$ cat config.mk
export PLATFORM = sky130hd
export DESIGN_NAME = mem_stage
export DESIGN_NICKNAME = d
export VERILOG_FILES = /design/src/hdl/lsu_op_pkg.sv /design/src/hdl/lsu_bus_pkg.sv /design/src/hdl/mem_stage.sv
export VERILOG_INCLUDE_DIRS = /design/src /design/src/hdl
export SDC_FILE = /design/constraint.sdc
export NUM_CORES = 1
export LEC_CHECK = 0
export ABC_AREA = 1
export BUFFER_PORTS_ARGS = -buffer_cell sky130_fd_sc_hd__clkbuf_2
export CAP_MARGIN = 20
export CORE_UTILIZATION = 40
export CTS_BUF_LIST = sky130_fd_sc_hd__clkbuf_4
export DETAILED_ROUTE_END_ITERATION = 8
export PLACE_DENSITY = 0.68
export SLEW_MARGIN = 20
export SYNTH_ARGS = -nofsm -noshare
export SYNTH_HDL_FRONTEND = slang
export SYNTH_SLANG_ARGS = --single-unit
$ cat constraint.sdc
create_clock -name clk -period 3.2 [get_ports clk]
set_input_delay 0.64 -clock clk [delete_from_list [all_inputs] [get_ports clk]]
set_output_delay 0.64 -clock clk [all_outputs]
set_load 0.005 [all_outputs]
$ cat src/hdl/lsu_macros.svh
`ifndef LSU_MACROS_SVH
`define LSU_MACROS_SVH

// width of one data word and of the bus address
`define LSU_DATA_W 32

// word-address bits of the data RAM, 256 words
`define LSU_RAM_AW 8

// entries in the result FIFO between mem stage and writeback
`define LSU_FIFO_DEPTH 4

// register file index width
`define LSU_REG_AW 5

`endif

$ cat src/hdl/lsu_op_pkg.sv
`include "lsu_macros.svh"

package lsu_op_pkg;

    // memory opcode carried from execute
    typedef enum logic [3:0] {
        OP_ALU   = 4'd0,
        OP_LD_B  = 4'd1,
        OP_LD_BU = 4'd2,
        OP_LD_H  = 4'd3,
        OP_LD_HU = 4'd4,
        OP_LD_W  = 4'd5,
        OP_ST_B  = 4'd6,
        OP_ST_H  = 4'd7,
        OP_ST_W  = 4'd8,
        OP_LL_W  = 4'd9,
        OP_SC_W  = 4'd10
    } mem_op_e;

    // execute-to-memory request
    typedef struct packed {
        mem_op_e                op;
        // address, or the ALU result for OP_ALU
        logic [`LSU_DATA_W-1:0] addr;
        logic [`LSU_DATA_W-1:0] wdata;
        logic [`LSU_REG_AW-1:0] wreg_index;
        logic                   wreg_en;
    } mem_req_t;

endpackage

$ cat src/hdl/lsu_bus_pkg.sv
`include "lsu_macros.svh"

package lsu_bus_pkg;

    // wishbone classic master outputs
    typedef struct packed {
        logic                   cyc;
        logic                   stb;
        logic                   we;
        logic [3:0]             sel;
        logic [`LSU_DATA_W-1:0] adr;
        logic [`LSU_DATA_W-1:0] dat;
    } wb_m2s_t;

    // wishbone classic slave outputs
    typedef struct packed {
        logic                   ack;
        logic [`LSU_DATA_W-1:0] dat;
    } wb_s2m_t;

    // finished result on its way to the register file
    typedef struct packed {
        logic [`LSU_REG_AW-1:0] wreg_index;
        logic                   wreg_en;
        logic [`LSU_DATA_W-1:0] data;
    } wb_result_t;

endpackage

$ cat src/hdl/mem_stage.sv
`timescale 1ns/1ns
`include "lsu_macros.svh"

module mem_stage (
    input  logic                    clk,
    input  logic                    reset_i,
    input  logic                    req_valid_i,
    output logic                    req_ready_o,
    input  lsu_op_pkg::mem_req_t    req_i,
    output lsu_bus_pkg::wb_m2s_t    wb_o,
    input  lsu_bus_pkg::wb_s2m_t    wb_i,
    output logic                    push_valid_o,
    input  logic                    push_ready_i,
    output lsu_bus_pkg::wb_result_t push_o
);
    import lsu_op_pkg::*;

    typedef enum logic [1:0] {
        IDLE,
        BUS,
        DONE
    } state_e;

    state_e                 state_q;
    mem_req_t               req_q;
    logic                   link_q;
    logic [`LSU_DATA_W-1:0] result_q;

    logic                   accept;
    logic                   needs_bus;
    logic                   is_store_q;
    logic [3:0]             st_sel;
    logic [`LSU_DATA_W-1:0] st_dat;
    logic [7:0]             ld_byte;
    logic [15:0]            ld_half;
    logic [`LSU_DATA_W-1:0] ld_data;

    assign req_ready_o = (state_q == IDLE);
    assign accept      = req_valid_i & req_ready_o;

    // ALU results and a failing SC skip the bus
    assign needs_bus = (req_i.op != OP_ALU) && !((req_i.op == OP_SC_W) && !link_q);

    assign is_store_q = (req_q.op == OP_ST_B) || (req_q.op == OP_ST_H) || (req_q.op == OP_ST_W);

    // store lane placement
    always_comb begin
        st_sel = 4'b1111;
        st_dat = req_q.wdata;
        case (req_q.op)
            OP_ST_B: begin
                st_dat = {4{req_q.wdata[7:0]}};
                st_sel = 4'b0001 << req_q.addr[1:0];
            end
            OP_ST_H: begin
                st_dat = {2{req_q.wdata[15:0]}};
                st_sel = req_q.addr[1] ? 4'b1100 : 4'b0011;
            end
            default: begin
                st_sel = 4'b1111;
                st_dat = req_q.wdata;
            end
        endcase
    end

    // pick the addressed byte and halfword out of the ack data
    always_comb begin
        case (req_q.addr[1:0])
            2'd0:    ld_byte = wb_i.dat[7:0];
            2'd1:    ld_byte = wb_i.dat[15:8];
            2'd2:    ld_byte = wb_i.dat[23:16];
            default: ld_byte = wb_i.dat[31:24];
        endcase
        ld_half = req_q.addr[1] ? wb_i.dat[31:16] : wb_i.dat[15:0];
    end

    always_comb begin
        case (req_q.op)
            OP_LD_B:  ld_data = {{24{ld_byte[7]}}, ld_byte};
            OP_LD_BU: ld_data = {24'h0, ld_byte};
            OP_LD_H:  ld_data = {{16{ld_half[15]}}, ld_half};
            OP_LD_HU: ld_data = {16'h0, ld_half};
            default:  ld_data = wb_i.dat;
        endcase
    end

    // master fields come straight from the held request
    always_comb begin
        wb_o.cyc = (state_q == BUS);
        wb_o.stb = (state_q == BUS);
        wb_o.we  = is_store_q || (req_q.op == OP_SC_W);
        wb_o.sel = st_sel;
        wb_o.adr = req_q.addr;
        wb_o.dat = st_dat;
    end

    always_ff @(posedge clk) begin
        if (reset_i) begin
            state_q <= IDLE;
            link_q  <= 1'b0;
        end else begin
            case (state_q)
                IDLE: begin
                    if (accept) begin
                        // any SC consumes the link, pass or fail
                        if (req_i.op == OP_SC_W) begin
                            link_q <= 1'b0;
                        end
                        state_q <= needs_bus ? BUS : DONE;
                    end
                end
                BUS: begin
                    if (wb_i.ack) begin
                        if (req_q.op == OP_LL_W) begin
                            link_q <= 1'b1;
                        end
                        state_q <= DONE;
                    end
                end
                DONE: begin
                    if (push_ready_i) begin
                        state_q <= IDLE;
                    end
                end
                default: state_q <= IDLE;
            endcase
        end
    end

    always_ff @(posedge clk) begin
        if (accept) begin
            req_q    <= req_i;
            // SC that fails here returns 0
            result_q <= (req_i.op == OP_ALU) ? req_i.addr : '0;
        end else if ((state_q == BUS) && wb_i.ack) begin
            result_q <= (req_q.op == OP_SC_W) ? `LSU_DATA_W'd1 : ld_data;
        end
    end

    assign push_valid_o      = (state_q == DONE);
    assign push_o.wreg_index = req_q.wreg_index;
    // plain stores never write a register
    assign push_o.wreg_en    = req_q.wreg_en & ~is_store_q;
    assign push_o.data       = result_q;

endmodule

**After elaboration in Yosys (flattened, before gate mapping)**

Cells that the tools add are included.

- Register bits: 109
- Input port bits: 111
- Output and inout port bits: 111
- Word-level logic and storage cells: 67

- Eq/ne operators: 19
- Shift-type cells: 1
- Multiplexer cells: 20
- Bitwise operators: 3
- Reduce and logical (&&, ||, !) cells: 16

Operator list:

| kind | number |
|---|---|
| $mux 32 | 4 |
| $pmux 32 s4 | 1 |
| $pmux 32 s2 | 1 |
| $pmux 8 s3 | 1 |
| $eq 4x4->1 const B | 4 |
| $mux 16 | 1 |
| $eq 4x3->1 const B | 3 |
| $ne 2x1->1 const B | 5 |
| $eq 4x2->1 const B | 2 |
| $mux 2 | 4 |
| $pmux 4 s2 | 1 |
| $pmux 2 s3 | 1 |
| $reduce_and 5->1 | 1 |
| $eq 2x1->1 const B | 2 |
| $eq 2x2->1 const B | 2 |
| $eq 4x1->1 const B | 1 |
| $logic_not 2->1 | 2 |
| $logic_not 4->1 | 1 |
| $mux 1 | 4 |
| $mux 4 | 1 |
| $reduce_bool 2->1 | 2 |
| $reduce_bool 4->1 | 1 |
| $shl 1x2->4 const A | 1 |
| $logic_and 1x1->1 | 3 |
| other kinds (6) | 10 |

**Logic depth before layout (Yosys ltp)**

- Depth after elaboration: 7
- Gate-level depth with buffers: 10
- Gate-level depth less buffers: 9

**Worst setup path after synthesis**

Ideal clock, no wire load.

- Path kind: input-to-reg
- Start: input port req_valid_i
- End: register req_q, in the netlist push_o[33], enable pin
- Library setup time: 0.428 ns
- Arrival time: 2.190 ns
- Required time: 2.772 ns
- Slack: 0.582 ns
- Cell stages on the path: 2
- Path buffers: 0
- Path through: nand2_1 -> inv_1

- Word-level cells in the longest chain between the ends: 1

Ends and longest elaborated chain:

| element | RTL line | source |
|---|---|---|
| start, declared | mem_stage.sv:7 | `input logic req_valid_i,` |
| $and 1x1->1 | mem_stage.sv:39 | `assign accept = req_valid_i & req_ready_o;` |
| named net accept | mem_stage.sv:29 | `logic accept;` |
| end signal, assigned | mem_stage.sv:132 | `req_q <= req_i;` |
| end, declared | mem_stage.sv:25 | `mem_req_t req_q;` |

The timed path passes the listed nets, and every way through them passes these cells.
A chain may end at the register's enable or synchronous reset.

==> results summary <==
The run finished with clean final reports. The max-capacitance violation count is 0. The adder-cell share of the synthesized area is 0%.

The number of gates resized after CTS was 0. The combinational group share of total power came out at 22.2%. The number of hold buffers added after CTS was 0. The detailed placer's ending HPWL is 10900 µm. The setup slack of the most critical reg-to-reg path came out at 0.68 ns. Along the worst path, the maximum fanout reaches 14. The worst hold path belongs to the class input pin to register. The wire length of the first global-routing pass is 22300 µm. In this run the number of H-tree levels came out at 3.

The mean post-synth cell area is 9.37 µm². The largest clock skew in the final design came out at 0.0201 ns. The antenna violation net count after detailed routing came out at 0.

During synthesis, Yosys emitted a total of 0 warnings. The startpoint type of the worst setup path is a register. In the final timing run, aggregate negative setup slack is 0 ns. Of the cells placed in the final design, the portion with a size suffix greater than 1 is 36.0%. The most critical setup path has its endpoint at wb_o[8]. The area of the die is 0.0144 mm². The number of sinks driven by the clock tree came out at 109. Dividing the detail-routed wire length by the instance count gives 15.2 µm.

The worst register-to-register path begins at req_q[70]. The cell area after synthesis is 0.00559 mm². The data required time at the worst endpoint came out at 2.56 ns.

The data arrival time at the worst-slack endpoint came out at 2.28 ns. Setup repair after global routing left no endpoint under its margin. The count of filler cells inserted in the layout is 1369.

The TritonCTS clock tree is yes. The clock transition at the register clock pins on the worst setup and hold paths after CTS is 0.17 ns. The remaining routing DRC violations came out at 0. The share of the synthesized area in the top cell type is 57.0%.

The post-synthesis cell type with the largest combined area is sky130_fd_sc_hd__edfxtp_1. The switching power summed over all nets came out at 1.01 mW. The number of pins with negative max-slew slack in the final report was 0. The sequential cell area fraction in the yosys report is 58.1%. The clock tree root driver cell is sky130_fd_sc_hd__clkbuf_4. The DRC violation total after the first TritonRoute iteration is 240. The via density per instance came out at 4.78. The clock network power share is 24.8%. The global-route total usage across every layer is 20.4%.

The library cell used most frequently in the layout, excluding fill and tap cells, is sky130_fd_sc_hd__clkbuf_2. The worst path needs 2.92 ns of the cycle, external delays included. The hold slack is 0.303 ns. Derived from the worst setup path, the maximum achievable clock frequency is 0.343 GHz.

Clock tree synthesis inserted a total of 9 buffers. The proportion of synthesized area in mux cells is 0%. Cell internal power was estimated by the tool at 2.50 mW. The later-pin clock latency in the skew report is 0.49 ns. After detailed routing, the total wire length is 14400 µm. The critical path goes through nand2_1 > inv_1 > nand2_1 > o22ai_1 > inv_1 > o21ai_0 > clkbuf_2. The compound-gate portion of the synthesized area came out at 5.89%. Ranked by total cell area, the synthesized netlist is headed by sky130_fd_sc_hd__edfxtp_1 (57%), sky130_fd_sc_hd__nand2_1 (13%), sky130_fd_sc_hd__buf_4 (7.0%). The total via count after detailed routing is 4534. The count of cell types in the netlist is 29. Counting every instance in the synthesized netlist gives 596. STA classifies the critical path endpoint as an output port. The largest individual stage delay along the critical path comes from the cell sky130_fd_sc_hd__edfxtp_1. The placer's final routability congestion estimate is 0.840. After synthesis, the largest family of logic cells by area is simple AND/OR/NAND/NOR gates. The aggregate global routing overflow came out at 0. The number of antenna violations at the first check in global routing was 1. Of the total synthesized cell area, the portion taken by AND, OR, NAND and NOR gates is 23.6%. The row count is 42.

After the last flow step, the layout net total stands at 878. The overall die width is 120 µm. Setup violations remaining at the end of the flow were counted as 0. The xor and xnor area share after synthesis came out at 0%. The maximum number of pins on one net before global-route repair came out at 49. The starting utilization of the core area came out at 41.5%. The portion of the clock cycle consumed by the worst path in the final layout is 91.2%. The critical path is of the register to output port type. Counting every net in the synthesized netlist gives 707.

The critical path starts at req_q[70]. The vertical extent of the die came out at 120 µm. The pre-antenna-repair detailed-routing pass consisted of 5 iterations. The logic depth of the worst register-to-register path came out at 9. Power spread over the standard cell area amounts to 524 mW/mm². The standby leakage power is 3.23 nW. The longest clock path from root to sink contains 2 buffers.

The core box area is 0.0135 mm². The worst max-slew margin expressed relative to the limit came out at 52.4%. Buffers added to address setup during post-CTS repair amount to 0. The growth of design area from synthesis to finish came out at 19.9%.

The port buffer count is 221. The number of global-route vias before repair is 4374. The worst-case vdd ir drop is 0.000254 V. The largest stage delay on the critical path came out at 0.73 ns. The endpoint identified for the worst register-to-register timing path is result_q[18]. The synthesis-stage register bit count came out at 109.

In the layout the commonest cells are sky130_fd_sc_hd__clkbuf_2 (221), sky130_fd_sc_hd__nand2_1 (195), sky130_fd_sc_hd__edfxtp_1 (106). The final-report hold violation count is 0. The fraction of power consumed by sequential logic is 53.0%.

At the pin with the least slew margin, the transition time is 0.714 ns. Net switching is 28.7% of the power. The top-level I/O count is 222.
==> flip-flops by register name (all words and copies together) (netlist names) <==
name / cells
req_q: 37
result_q: 32
wb_o: 32
push_o: 5
state_q: 2
link_q: 1
==> area by class of cell <==
cell class	instances	area (µm²)	share of cell area (%)
well taps	176	220	3.29
clock inverters	6	110	1.64
repair buffers	228	1170	17.5
clock buffers	10	75.1	1.12
inverters	59	223	3.33
flip-flops and latches	109	3240	48.4
multi-input cells	360	1650	24.7
diodes	1	2.50	0.0374
==> critical path, delay by kind of cell (launching register included) <==
family,cells,cell delay (ns)
DFF,1,0.73
and+or+nand+nor,2,0.42
AOI/OAI and AO/OA,2,0.33
buffers and inverters,3,0.31
==> synthesized netlist by cell type (all sizes together) <==
master / count
nor2: 24
and2: 2
clkbuf: 10
nand2: 201
a21oi: 12
nand3: 60
o211a: 1
inv: 59
o211ai: 2
o22ai: 8
nor3: 2
edfxtp: 106
dfxtp: 3
or2: 10
buf: 58
o21ai: 38
==> kinds of logic after synthesis <==
kind of cell | Yosys count
buf+inv | 127
flops | 109
compound gates | 61
simple gates | 299
==> how the worst min path moves through the flow <==
stage / startpoint / end / cells past startpoint
6_report: req_i[30] / req_q[30] / 1
2_1_floorplan: link_q / link_q / 2
4_1_cts: req_i[16] / req_q[16] / 1
3_5_place_dp: link_q / link_q / 2
3_3_place_gp: link_q / link_q / 2
5_1_grt: req_i[25] / req_q[25] / 1
==> per-layer routing <==
layer | vias to the layer above | GRT usage [%] | share of wire (%)
li1 | 2258 | - | -
met1 | 2067 | 25.5 | 42
met2 | 186 | 33.9 | 48
met3 | 23 | 3.87 | 6.6
met4 | 0 | 9.69 | 2.7
met5 | - | 0 | 0
==> per-stage QoR <==
stage          utilization [%]  setup WS, ns  std cells  cell area [µm²]  total power, mW
2_1_floorplan                -         0.582        596             5590             2.38
3_3_place_gp              48.4         0.829        932             6510             2.67
3_5_place_dp              48.4         0.751        932             6510             2.68
4_1_cts                   49.8         0.266        948             6690             3.54
5_1_grt                   49.8        0.0859        949             6700             3.69
6_report                  49.8         0.283        949             6700             3.51
==> power groups by stage <==
stage | logic, mW | clock network (mW) | registers, mW
after floorplan | 0.485 | 0 | 1.89
after global placement | 0.777 | 0 | 1.89
after detailed placement | 0.787 | 0 | 1.89
after CTS | 0.790 | 0.886 | 1.86
after global routing | 0.877 | 0.939 | 1.88
final | 0.779 | 0.869 | 1.86
Note: power is estimated with default switching activity, not from simulation.
