==> src/hdl/lsu_macros.svh <==
`ifndef LSU_MACROS_SVH
`define LSU_MACROS_SVH

// width of one data word and of the bus address
`define LSU_DATA_W 32

// word-address bits of the data RAM, 256 words
`define LSU_RAM_AW 8

// entries in the result FIFO between mem stage and writeback
`define LSU_FIFO_DEPTH 4

// register file index width
`define LSU_REG_AW 5

`endif

==> src/hdl/lsu_bus_pkg.sv <==
`include "lsu_macros.svh"

package lsu_bus_pkg;

    // wishbone classic master outputs
    typedef struct packed {
        logic                   cyc;
        logic                   stb;
        logic                   we;
        logic [3:0]             sel;
        logic [`LSU_DATA_W-1:0] adr;
        logic [`LSU_DATA_W-1:0] dat;
    } wb_m2s_t;

    // wishbone classic slave outputs
    typedef struct packed {
        logic                   ack;
        logic [`LSU_DATA_W-1:0] dat;
    } wb_s2m_t;

    // finished result on its way to the register file
    typedef struct packed {
        logic [`LSU_REG_AW-1:0] wreg_index;
        logic                   wreg_en;
        logic [`LSU_DATA_W-1:0] data;
    } wb_result_t;

endpackage

==> src/hdl/result_fifo.sv <==
`timescale 1ns/1ns
`include "lsu_macros.svh"

module result_fifo (
    input  logic                    clk,
    input  logic                    reset_i,
    input  logic                    push_valid_i,
    output logic                    push_ready_o,
    input  lsu_bus_pkg::wb_result_t push_i,
    output logic                    pop_valid_o,
    input  logic                    pop_ready_i,
    output lsu_bus_pkg::wb_result_t pop_o
);
    import lsu_bus_pkg::*;

    localparam int unsigned DEPTH = `LSU_FIFO_DEPTH;
    localparam int unsigned PW    = $clog2(DEPTH);

    wb_result_t    buf_q [DEPTH];
    logic [PW-1:0] wr_ptr_q;
    logic [PW-1:0] rd_ptr_q;
    logic [PW:0]   count_q;
    logic          full;
    logic          do_push;
    logic          do_pop;

    assign full         = (count_q == (PW+1)'(DEPTH));
    // full FIFO still takes a push when the head leaves in the same cycle
    assign push_ready_o = ~full | pop_ready_i;
    assign pop_valid_o  = (count_q != '0);
    assign do_push      = push_valid_i & push_ready_o;
    assign do_pop       = pop_valid_o & pop_ready_i;
    assign pop_o        = buf_q[rd_ptr_q];

    always_ff @(posedge clk) begin
        if (reset_i) begin
            wr_ptr_q <= '0;
            rd_ptr_q <= '0;
            count_q  <= '0;
        end else begin
            if (do_push) begin
                wr_ptr_q <= (wr_ptr_q == PW'(DEPTH-1)) ? '0 : wr_ptr_q + 1'b1;
            end
            if (do_pop) begin
                rd_ptr_q <= (rd_ptr_q == PW'(DEPTH-1)) ? '0 : rd_ptr_q + 1'b1;
            end
            case ({do_push, do_pop})
                2'b10:   count_q <= count_q + 1'b1;
                2'b01:   count_q <= count_q - 1'b1;
                default: count_q <= count_q;
            endcase
        end
    end

    always_ff @(posedge clk) begin
        if (do_push) begin
            buf_q[wr_ptr_q] <= push_i;
        end
    end

endmodule

==> config.mk <==
export PLATFORM = sky130hd
export DESIGN_NAME = result_fifo
export DESIGN_NICKNAME = d
export VERILOG_FILES = /design/src/hdl/lsu_bus_pkg.sv /design/src/hdl/result_fifo.sv
export VERILOG_INCLUDE_DIRS = /design/src /design/src/hdl
export SDC_FILE = /design/constraint.sdc
export NUM_CORES = 1
export LEC_CHECK = 0
export ABC_AREA = 1
export BUFFER_PORTS_ARGS = -buffer_cell sky130_fd_sc_hd__buf_2
export CORE_ASPECT_RATIO = 0.8
export CORE_UTILIZATION = 57
export DETAILED_ROUTE_END_ITERATION = 6
export PLACE_DENSITY_LB_ADDON = 0.2
export SLEW_MARGIN = 20
export SYNTH_ARGS = -nofsm -noshare
export SYNTH_HDL_FRONTEND = slang
export SYNTH_SLANG_ARGS = --single-unit
==> constraint.sdc <==
create_clock -name clk -period 3.9 [get_ports clk]
set_input_delay 0.39 -clock clk [delete_from_list [all_inputs] [get_ports clk]]
set_output_delay 0.39 -clock clk [all_outputs]
set_load 0.005 [all_outputs]
=== Word-level counts from Yosys, hierarchy flattened ===
Memory sizes are Yosys's and may differ from the RTL's. A register that Yosys moved wholly into a read port is not among the register bits.
Index checks and enable logic that the tools add are counted.

* $add $sub $neg: 4
* Equality and inequality tests: 5
* Muxes and demuxes: 7
* Bitwise gates (word level): 4
* Reductions and logical operators: 2

{| class="wikitable"
|+ Operators by type and width
! operator !! count
|-
| 2-to-1 mux 2 bit || 4
|-
| == test 2 bit, second input constant || 3
|-
| one-hot mux 3 bit (2 select lines) || 1
|-
| adder 2 x 1 -> 2 bit, second input constant || 2
|-
| adder 3 x 1 -> 3 bit, second input constant || 1
|-
| == test 3 bit, second input constant || 1
|-
| nonzero test 3 bit || 1
|-
| subtractor 3 x 1 -> 3 bit, second input constant || 1
|-
| bitwise AND 1 bit || 2
|-
| == test 2 x 1 -> 1 bit, second input constant || 1
|-
| 2-to-1 mux 1 bit || 2
|-
| nonzero test 2 bit || 1
|-
| inverter 1 bit || 1
|-
| bitwise OR 1 bit || 1
|}

* Flip-flop bits (word level): 7
* Bits in writable memories: 152
* Input bits: 42
* Output and inout port bits: 40
* Word-level logic and storage cells: 26
* Memories kept: 1

{| class="wikitable"
|+ Memories
! name !! words !! bits a word !! rd ports !! clocked after Yosys merged registers in !! write ports !! line !! text
|-
| buf_q || 4 || 38 || 1 || 1 || 1 || result_fifo.sv:19 || <nowiki>wb_result_t buf_q [DEPTH];</nowiki>
|}

=== Logic depth before layout (Yosys ltp) ===
Gate-level depths: netlist (run 1).

* Depth after elaboration: 6
* Mapped depth: 13
* Gate-level depth less buffers: 13

=== Worst setup path after synthesis (run 1) ===
No wires, ideal clock.

* Path kind: input-to-reg
* From: input port pop_ready_i
* To: memory buf_q[0][0] in the netlist's numbering (enable)
* Setup time: 0.433 ns
* Arrival: 2.319 ns
* Required time: 3.467 ns
* Slack: 1.147 ns
* Cell stages on the path: 4
* Buffers on the path: 0
* Cells stage by stage: nor2_1 nand2_1 nand2_1 nor2_1

* Cells in the longest elaborated chain, start to end: 4

{| class="wikitable"
|+ Ends and longest elaborated chain
! element !! line !! text
|-
| start: declaration || result_fifo.sv:11 || <nowiki>input logic pop_ready_i,</nowiki>
|-
| bitwise OR 1 bit || result_fifo.sv:29 || <nowiki>assign push_ready_o = ~full | pop_ready_i;</nowiki>
|-
| via push_ready_o || result_fifo.sv:8 || <nowiki>output logic push_ready_o,</nowiki>
|-
| bitwise AND 1 bit || result_fifo.sv:31 || <nowiki>assign do_push = push_valid_i & push_ready_o;</nowiki>
|-
| 2-to-1 mux 1 bit || result_fifo.sv:56 || <nowiki>if (do_push) begin</nowiki>
|-
| 2-to-1 mux 1 bit (not written as such) || result_fifo.sv:57 || <nowiki>buf_q[wr_ptr_q] <= push_i;</nowiki>
|-
| end: declaration || result_fifo.sv:19 ||
|}

The timed path passes the listed nets, and every way through them passes these cells.

==> out/results.ini, run 1 <==
[detailed_routing]
drtIter0Drc = 422
post-route-drc-count = 0
vias = 3786
wire_per_inst_um = 18.0
drt_wl_total_um = 12200
final_antenna_net_count = 0
viasPerCell = 5.60
firstDrtPassIters = 4

[clock_tree]
clkSlewWorstSetupHoldPaths_ps = 60
cts_root_buffer = clkbuf_16
cts_setup_buffers = 0
worstSkewPairLatency_ps = 410
post_cts_resized = 0
cts_tree = done
ctsHoldBuffers = 0
clock_sinks = 161
cts.path.max_buffers = 2
numCtsBuffers = 17
ctsHtreeMaxLevel = 4

[critical_path]
end_kind = output pin
crit_type = reg -> out
slowest_stage = clkinv_2
slowest_delay_ps = 730
required_ps = 3510
cp_max_fo = 76
worstPathCellList = clkinv_2, o21ai_0, o22ai_1, buf_2
cp_data_arrival_time_ps = 2350
worstSetupStartpointType = register

[synthesis]
syn_nets = 489
yosysWarnings = 0
synth_top_area_share_pct = 74.4
synth.yosys.seq_area_share_pct = 77.3
yosys-top-cells-area = edfxtp_1, o21ai_0, nor2_1, o22ai_1, dfxtp_1
synth_cells = 440
yosys.area.top_type = edfxtp_1
syn_avg_cell_area_um2 = 13.9
synth.distinct_cells = 18
ys_ff_latch = 161
syn_area_um2 = 6140

[cells_and_area]
nNetsFinal = 572
post-route-util_pct = 69.6
diodes = 0
syn2layout_area_growth_pct = 17.6
drive_gt1_share_pct = 22.4
finalNonFillerCells = 676

[sta]
fmax_ghz = 0.365
rsz0062_at_grt = false
min_period_ps = 2740
fin_ws_ps = 1160
fin_tns_setup_ps = 0
slew_headroom_pct = 35.7
setup-violations-final = 0
max_slew.worst_pin.slew_ps = 963
fin_skew_ps = 13.5
hold_viol = 0
slew_violations = 0
post-route-period-util_pct = 70.3

[floorplan]
die_w_um = 118
io_pins = 82
core_area_um2 = 10400
initial_utilization_pct = 59.2
rows = 33
die_area_um2 = 11200
die_h_um = 94.8

[power]
p_int_mw = 3.28
ir_drop_uv = 349
power_mw = 4.64
p_leak_nw = 2.60
sw_frac_of_total_pct = 29.2
clkPwrFrac_pct = 32.2
pwr-share-comb_pct = 23.2
p_seq_share_pct = 44.7
p_per_area_nw_per_um2 = 643
power.switching_mw = 1.36

[placement]
place_congestion = 0.766
io_buffers = 81
dp.cells = 644
place_ws_ps = 1450
place_hpwl_um = 7060

[flow_run]
maxCapViolCount = 0

[hold_path]
hp-class = in -> reg

[grt]
grt_max_degree = 77
grt.overflow.total = 0
grt_pass1_vias = 3754
track_usage_pct = 23.5
antenna_found_initial = 0
grt_pass1_wl_um = 19300

[status]
status = complete, no violations

-- cell families after synthesis --
family                   count (synthesis)  synth area share, %
flip-flops                             161                 77.3
AO/OA/AOI/OAI                          120                 10.6
AND/OR/NAND/NOR                        109                 6.75
buffers and inverters                   43                 3.83
adder cells (fa/ha/maj)                  7                 1.55
-- state kept, by name (all words and copies together) (netlist names), named ones only --
register / flops
rd_ptr_q: 2
buf_q: 152
count_q: 3
wr_ptr_q: 2
-- power groups by stage --
stage | Sequential (mW) | Clock [mW] | Combinational, mW
2_1_floorplan | 2.11 | 0 | 0.678
3_3_place_gp | 2.10 | 0 | 1.02
3_5_place_dp | 2.11 | 0 | 1.07
4_1_cts | 2.07 | 1.50 | 1.08
5_1_grt | 2.08 | 1.58 | 1.21
6_report | 2.07 | 1.49 | 1.08
-- layout make-up --
| class | instances | area (µm²) |
|---|---|---|
| Sequential cell | 161 | 4750 |
| Fill cell | 721 | 3150 |
| Multi-Input combinational cell | 236 | 1190 |
| Timing Repair Buffer | 88 | 505 |
| Clock buffer | 19 | 433 |
| Tap cell | 140 | 175 |
| Clock inverter | 13 | 96.3 |
| Inverter | 19 | 72.6 |
-- per-layer routing --
| metal | part of all wire, % | track usage [%] | vias to the layer above |
|---|---|---|---|
| met2 | 49 | 36.2 | 115 |
| met3 | 4.5 | 6.04 | 10 |
| met4 | 1.0 | 10.4 | 0 |
| met1 | 46 | 32.0 | 1874 |
| li1 | - | - | 1787 |
| met5 | 0 | 0 | - |
-- final timing paths --
check	to	slack (ps)	cells after the start	from
worst max-delay path	pop_o[16]	1160	4	register
worst min-delay path	buf_q[1][22]$_DFFE_PP_	190	1	push_i[22]
worst max register to register	buf_q[0][37]$_DFFE_PP_	1570	6	count_q[2]$_SDFFE_PP0P_
worst min register to register	rd_ptr_q[1]$_SDFFE_PP0P_	510	2	rd_ptr_q[1]$_SDFFE_PP0P_
-- cells in the mapped netlist (all sizes together) --
master    n
a21oi     4
inv      19
buf      15
nor2     91
ha        6
o21ai    78
edfxtp  152
fa        1
nand2    14
clkbuf    9
nand3     4
o22ai    38
dfxtp     9
-- critical path, delay by kind of cell (launching register included) --
family,cells,cell delay [ps]
buf+inv,2,890
compound gates,2,720
flops,1,330
-- placed cells by master, fill, tap and decap left out --
cell        count
ha_1            6
o21ai_0        70
buf_8           1
clkinv_1        5
fa_1            1
dfxtp_2         1
clkinv_2        3
clkinvlp_4      5
clkbuf_16      17
edfxtp_1      152
nand2_1        14
buf_2          81
nor2_4          4
clkbuf_1        2
buf_16          2
a21oi_1         4
inv_1          17
dfxtp_1         8
o22ai_1        38
o21ai_1         8
nand3_1         4
bufinv_16       1
inv_2           1
buf_4           4
nor2_1         87
-- stage by stage --
| stage | hold WS (ps) | area [µm²] |
|---|---|---|
| detailed placement | 509 | 6690 |
| floorplan | 470 | 6140 |
| global placement | 513 | 6620 |
| global route | 177 | 7220 |
| finish | 188 | 7220 |
| CTS | 179 | 7210 |
Power figures use the tool's default switching activity.
==> run 2: changes to the inputs <==
Settings changed: CORE_UTILIZATION 57 to 51.
Clock period 3.9 ns to 2.2 ns, I/O delays scaled along.
==> run 2 against run 1 <==
Critical path depth stayed put. Clock power is 95% higher. Sequential share of layout area is 1.2 points lower. Global-route usage is 3.0 points lower. Core utilization is 6.3 points lower. Sequential power is 78% higher. Non-clock buffer count is 9 higher. Clock skew is 5.5 ps lower. Largest cell class unchanged. Highest routed layer unchanged.
==> out/results.ini, run 2 (synthesis results as in run 1) <==
[floorplan]
die_h_um = 100  ; +5.6%
core_area_um2 = 11600  ; +12%
initial_utilization_pct = 52.9  ; -6.3 points
io_pins = 82  ; unchanged
rows = 35  ; +6.1%
die_w_um = 125  ; +5.6%
die_area_um2 = 12500  ; +12%

[sta]
fmax_ghz = 0.498
fin_ws_ps = 192  ; -967 ps
slew_headroom_pct = 71.5  ; +36 points
post-route-period-util_pct = 91.3
rsz0062_at_grt = false
slew_violations = 0  ; unchanged
max_slew.worst_pin.slew_ps = 428  ; -535 ps
hold_viol = 0  ; unchanged
setup-violations-final = 0  ; unchanged
fin_skew_ps = 7.95  ; -5.51 ps
min_period_ps = 2010

[cells_and_area]
regMostFlops = buf_q
reg.largest.list = buf_q (152), count_q (3)
mostFrequentLayoutCell = edfxtp_1
syn2layout_area_growth_pct = 19.7
multiInputGateArea_um2 = 1190  ; unchanged
nNetsFinal = 581  ; +1.6%
final_cell_mix = edfxtp_1, nor2_1, buf_2
drive_gt1_share_pct = 24.4  ; +2.0 points
ff_latch_area_um2 = 4750  ; unchanged
fillerInstances = 874  ; +21%
post-route-util_pct = 63.3  ; -6.3 points
largest_register_ffs = 152  ; unchanged

[grt]
grt_pass1_vias = 3707  ; -1.3%
grt_pass1_wl_um = 19100  ; -1.4%
grt_max_degree = 43  ; -44%
antenna_found_initial = 2  ; +2
grt.overflow.total = 0  ; unchanged
track_usage_pct = 20.5  ; -3.0 points

[critical_path]
cp_data_arrival_time_ps = 1790  ; -560 ps
required_ps = 1980  ; -1530 ps
rrSetupSlack_ps = 320  ; -1250 ps
crit_type = reg -> out
worstSetupStartpointType = register
cp_max_fo = 38  ; -50%
slowest_delay_ps = 370  ; -360 ps
slowest_stage = buf_4
end_kind = output pin
worstPathCellList = buf_4, o21ai_0, o22ai_1, buf_2

[power]
p_seq_share_pct = 43.1  ; -1.6 points
pwr-share-comb_pct = 22.8  ; -0.4 points
clkPwrFrac_pct = 34.1  ; +1.9 points
power.switching_mw = 2.43  ; +79%
p_int_mw = 6.10  ; +86%
sw_frac_of_total_pct = 28.5  ; -0.77 points
p_leak_nw = 2.67  ; +2.8%
p_per_area_nw_per_um2 = 1160  ; +81%
ir_drop_uv = 742  ; +110%

[clock_tree]
numCtsBuffers = 17  ; unchanged
clock_sinks = 161  ; unchanged
ctsHoldBuffers = 0  ; unchanged
cts_tree = done
cts_root_buffer = clkbuf_16
post_cts_resized = 0  ; unchanged
cts_setup_buffers = 0  ; unchanged
ctsHtreeMaxLevel = 4  ; unchanged
cts.path.max_buffers = 2  ; unchanged
clkSlewWorstSetupHoldPaths_ps = 60  ; about the same
worstSkewPairLatency_ps = 410  ; about the same

[detailed_routing]
wl_met3_um = 804  ; +47%
maxUsedRoutingLayer = met4
final_antenna_net_count = 0  ; unchanged
vias = 3789  ; +0.079%
post-route-drc-count = 0  ; unchanged
viasPerCell = 5.46  ; -2.5%
wl_met2_um = 5720  ; -3.2%
drtIter0Drc = 218  ; -48%
met1_length_um = 5260  ; -5.4%
wire_per_inst_um = 17.2  ; -4.5%
drt_wl_total_um = 11900  ; -2.0%
firstDrtPassIters = 5  ; +1

[placement]
place_hpwl_um = 7040  ; -0.27%
place_congestion = 0.764  ; -0.25%
place_ws_ps = 362  ; -1090 ps
io_buffers = 81  ; unchanged

[hold_path]
hp-class = in -> reg

[flow_run]
maxCapViolCount = 0  ; unchanged

[status]
status = complete, no violations

run 2: changes by cell type in the layout (fill, tap and decap cells not counted), moves of 2 or more:
cell / delta
buf_4: +9
buf_12: +3
clkinv_1: -3
buf_16: -2
bufinv_16: +2
clkinv_4: +2
run 2: worst paths after layout:
kind | endpoint | cells after the start | startpoint
max reg2reg | count_q[2]$_SDFFE_PP0P_ | 12 | count_q[1]$_SDFFE_PP0P_
min reg2reg | register | 2 | rd_ptr_q[1]$_SDFFE_PP0P_
min | buf_q[0][20]$_DFFE_PP_ | 1 | push_i[20]
max | pop_o[28] | 4 | register
run 2: final cells by class:
type | count | area share (%)
clock inverters | 14 | 2.23
clock buffers | 18 | 5.84
repair buffers | 97 | 7.66
well taps | 148 | 2.52
inverters | 19 | 0.971
multi-input cells | 236 | 16.2
flip-flops and latches | 161 | 64.6
diodes | 1 | 0.0341
run 2: metal layers:
| metal | vias up | global-route usage (%) |
|---|---|---|
| li1 | 1808 | - |
| met1 | 1852 | 26.2 |
| met2 | 117 | 32.6 |
| met3 | 12 | 6.66 |
| met4 | 0 | 8.25 |
| met5 | - | 0 |
run 2: power by group through the flow:
stage          Sequential (mW)  Clock [mW]  Combinational (mW)
2_1_floorplan             3.74           0                1.20
3_3_place_gp              3.73           0                1.92
3_5_place_dp              3.74           0                1.96
4_1_cts                   3.68        2.96                1.97
5_1_grt                   3.69        3.09                2.20
6_report                  3.68        2.91                1.95
run 2: worst max-delay path, delay by kind of cell, from the launching register on:
kind	cells	cell delay, ps
flops	1	340
compound gates	2	470
buf+inv	2	550
run 2: per-stage QoR:
stage / std cells / hold slack (ps) / power [mW] / cell area [µm²] / TNS, ps
2_1_floorplan: 440 / 319 / 4.94 / 6140 / -81630
3_3_place_gp: 661 / 435 / 5.65 / 6750 / 0
3_5_place_dp: 661 / 439 / 5.70 / 6750 / 0
4_1_cts: 693 / 0.828 / 8.61 / 7350 / 0
5_1_grt: 693 / 7.05 / 8.98 / 7350 / 0
6_report: 694 / 19.7 / 8.53 / 7350 / 0
==> run 3: changes to the inputs <==
Settings changed: BUFFER_PORTS_ARGS -buffer_cell sky130_fd_sc_hd__buf_2 to -buffer_cell sky130_fd_sc_hd__clkbuf_2.
==> run 3 against run 2 <==
Non-clock buffer count is 1 higher. Register-to-register slack improved by 60 ps. Total power up 3.2%. Worst hold slack got worse by 4.4 ps. Flip-flop and latch count is the same. Sequential share of layout area down 0.40 points. Final area rose by 0.63%. First-iteration DRC count is 78% higher. Die area is the same. Core utilization grew 0.40 points. Critical path type unchanged. Highest routed layer unchanged.
==> out/results.ini, run 3 (synthesis results as in run 1) <==
[sta]
fmax_ghz = 0.498  ; about the same
setup-violations-final = 0  ; unchanged
hold_viol = 0  ; unchanged
slew_headroom_pct = 68.0  ; -3.5 points
min_period_ps = 2010  ; -1.72 ps
slew_violations = 0  ; unchanged
max_slew.worst_pin.slew_ps = 480  ; +51.6 ps
fin_skew_ps = 8.17  ; +0.216 ps
fin_tns_setup_ps = 0  ; unchanged
rsz0062_at_grt = false
whs_ps = 15.3  ; -4.44 ps
fin_ws_ps = 194  ; +1.72 ps
post-route-period-util_pct = 91.2  ; about the same

[critical_path]
cp_max_fo = 39  ; +2.6%
end_kind = output pin
worstPathCellList = inv_2, buf_4, o21ai_0, o22ai_1, clkbuf_2
worstSetupStartpointType = register
rr_endpoint = count_q[2]$_SDFFE_PP0P_
r2r_start = count_q[1]$_SDFFE_PP0P_
required_ps = 1980  ; about the same
ff2ff_path_depth = 12  ; unchanged
slowest_delay_ps = 380  ; about the same
slowest_stage = dfxtp_2
crit_type = reg -> out
rrSetupSlack_ps = 380  ; +60 ps
cp_data_arrival_time_ps = 1790  ; about the same

[detailed_routing]
wire_per_inst_um = 17.2  ; about the same
firstDrtPassIters = 5  ; unchanged
post-route-drc-count = 0  ; unchanged
drtIter0Drc = 389  ; +78%
vias = 3812  ; +0.61%
final_antenna_net_count = 0  ; unchanged
viasPerCell = 5.49  ; +0.61%
drt_wl_total_um = 11900  ; about the same

[power]
p_per_area_nw_per_um2 = 1190  ; +2.6%
ir_drop_uv = 690  ; -7.0%
power_mw = 8.81  ; +3.2%
p_leak_nw = 2.73  ; +2.2%

[hold_path]
worst_hold_path.num_cells = 1  ; unchanged
whs_endpoint = buf_q[2][15]$_DFFE_PP_
hp-start = push_i[15]
hp-class = in -> reg

[grt]
antenna_found_initial = 0  ; -2
track_usage_pct = 20.2  ; -0.32 points
grt_max_degree = 40  ; -7.0%
grt_pass1_vias = 3721  ; +0.38%
grt.overflow.total = 0  ; unchanged
grt_pass1_wl_um = 18800  ; -1.4%

[placement]
placed_cell_area_um2 = 6750  ; about the same
place_hpwl_um = 7010  ; -0.45%
dp.cells = 662  ; +0.15%
place_congestion = 0.785  ; +2.7%
io_buffers = 81  ; unchanged
place_ws_ps = 413  ; +50.6 ps

[clock_tree]
cts.path.max_buffers = 2  ; unchanged
numCtsBuffers = 17  ; unchanged
clock_sinks = 161  ; unchanged
cts_root_buffer = clkbuf_16
ctsHtreeMaxLevel = 4  ; unchanged
cts_tree = done
ctsHoldBuffers = 0  ; unchanged
worstSkewPairLatency_ps = 420  ; about the same
cts_setup_buffers = 0  ; unchanged
clkSlewWorstSetupHoldPaths_ps = 70  ; about the same

[cells_and_area]
mostFrequentLayoutCell = edfxtp_1
finalInstanceArea_um2 = 7390  ; +0.63%
finalNonFillerCells = 694  ; unchanged
largest_register_ffs = 152  ; unchanged
fillerInstances = 826  ; -5.5%
post-route-util_pct = 63.7  ; +0.40 points
regMostFlops = buf_q
drive_gt1_share_pct = 25.1  ; +0.69 points
diodes = 0  ; -1
syn2layout_area_growth_pct = 20.5
final_cell_mix = edfxtp_1, nor2_1, clkbuf_2
nNetsFinal = 582  ; +0.17%
reg.largest.list = buf_q (152), count_q (3)

[floorplan]
initial_utilization_pct = 52.9  ; unchanged
io_pins = 82  ; unchanged
rows = 35  ; unchanged
die_area_um2 = 12500  ; unchanged
die_h_um = 100  ; unchanged
core_area_um2 = 11600  ; unchanged
die_w_um = 125  ; unchanged

[flow_run]
maxCapViolCount = 0  ; unchanged

[status]
status = complete, no violations

==> run 3: what timing repair did <==
item                       CTS  global route
setup endpoints to repair    0             1
hold endpoints to repair     0             0
resized for setup            0             1
==> run 3: final cells by class <==
type	count	area, µm²	area share [%]
well taps	148	185	2.50
flip-flops and latches	161	4750	64.2
clock inverters	15	220	2.98
repair buffers	98	558	7.55
clock buffers	17	425	5.75
inverters	19	72.6	0.981
multi-input cells	236	1190	16.1
==> run 3: how the worst max path moves through the flow <==
stage / slack (ps) / cells past startpoint / start / to
4_1_cts: 150 / 5 / register / pop_o[5]
3_5_place_dp: 410 / 12 / count_q[1]$_SDFFE_PP0P_ / count_q[2]$_SDFFE_PP0P_
5_1_grt: 20 / 5 / register / pop_o[5]
3_3_place_gp: 480 / 12 / count_q[1]$_SDFFE_PP0P_ / count_q[2]$_SDFFE_PP0P_
6_report: 190 / 5 / register / pop_o[14]
2_1_floorplan: -540 / 5 / count_q[2]$_SDFFE_PP0P_ / buf_q[0][0]$_DFFE_PP_
==> run 3: where the power goes <==
| group | switching (mW) | internal, mW |
|---|---|---|
| Combinational | 1.22 | 0.723 |
| Sequential | 0.0873 | 3.61 |
| Clock | 1.24 | 1.94 |
| Total | 2.54 | 6.27 |
==> run 3: critical path, delay by kind of cell (launching register included) <==
kind                   cells  cell delay [ps]
DFF                        1              380
buffers and inverters      3              590
AOI/OAI and AO/OA          2              380
==> run 3: routing by layer <==
layer  vias to the layer above  GRT usage, %  share of wire (%)
met5                         -             0                  0
met4                         0          8.43                2.1
met3                        23          6.66                7.2
met2                       128          31.5                 46
met1                      1853          26.2                 45
li1                       1808             -                  -
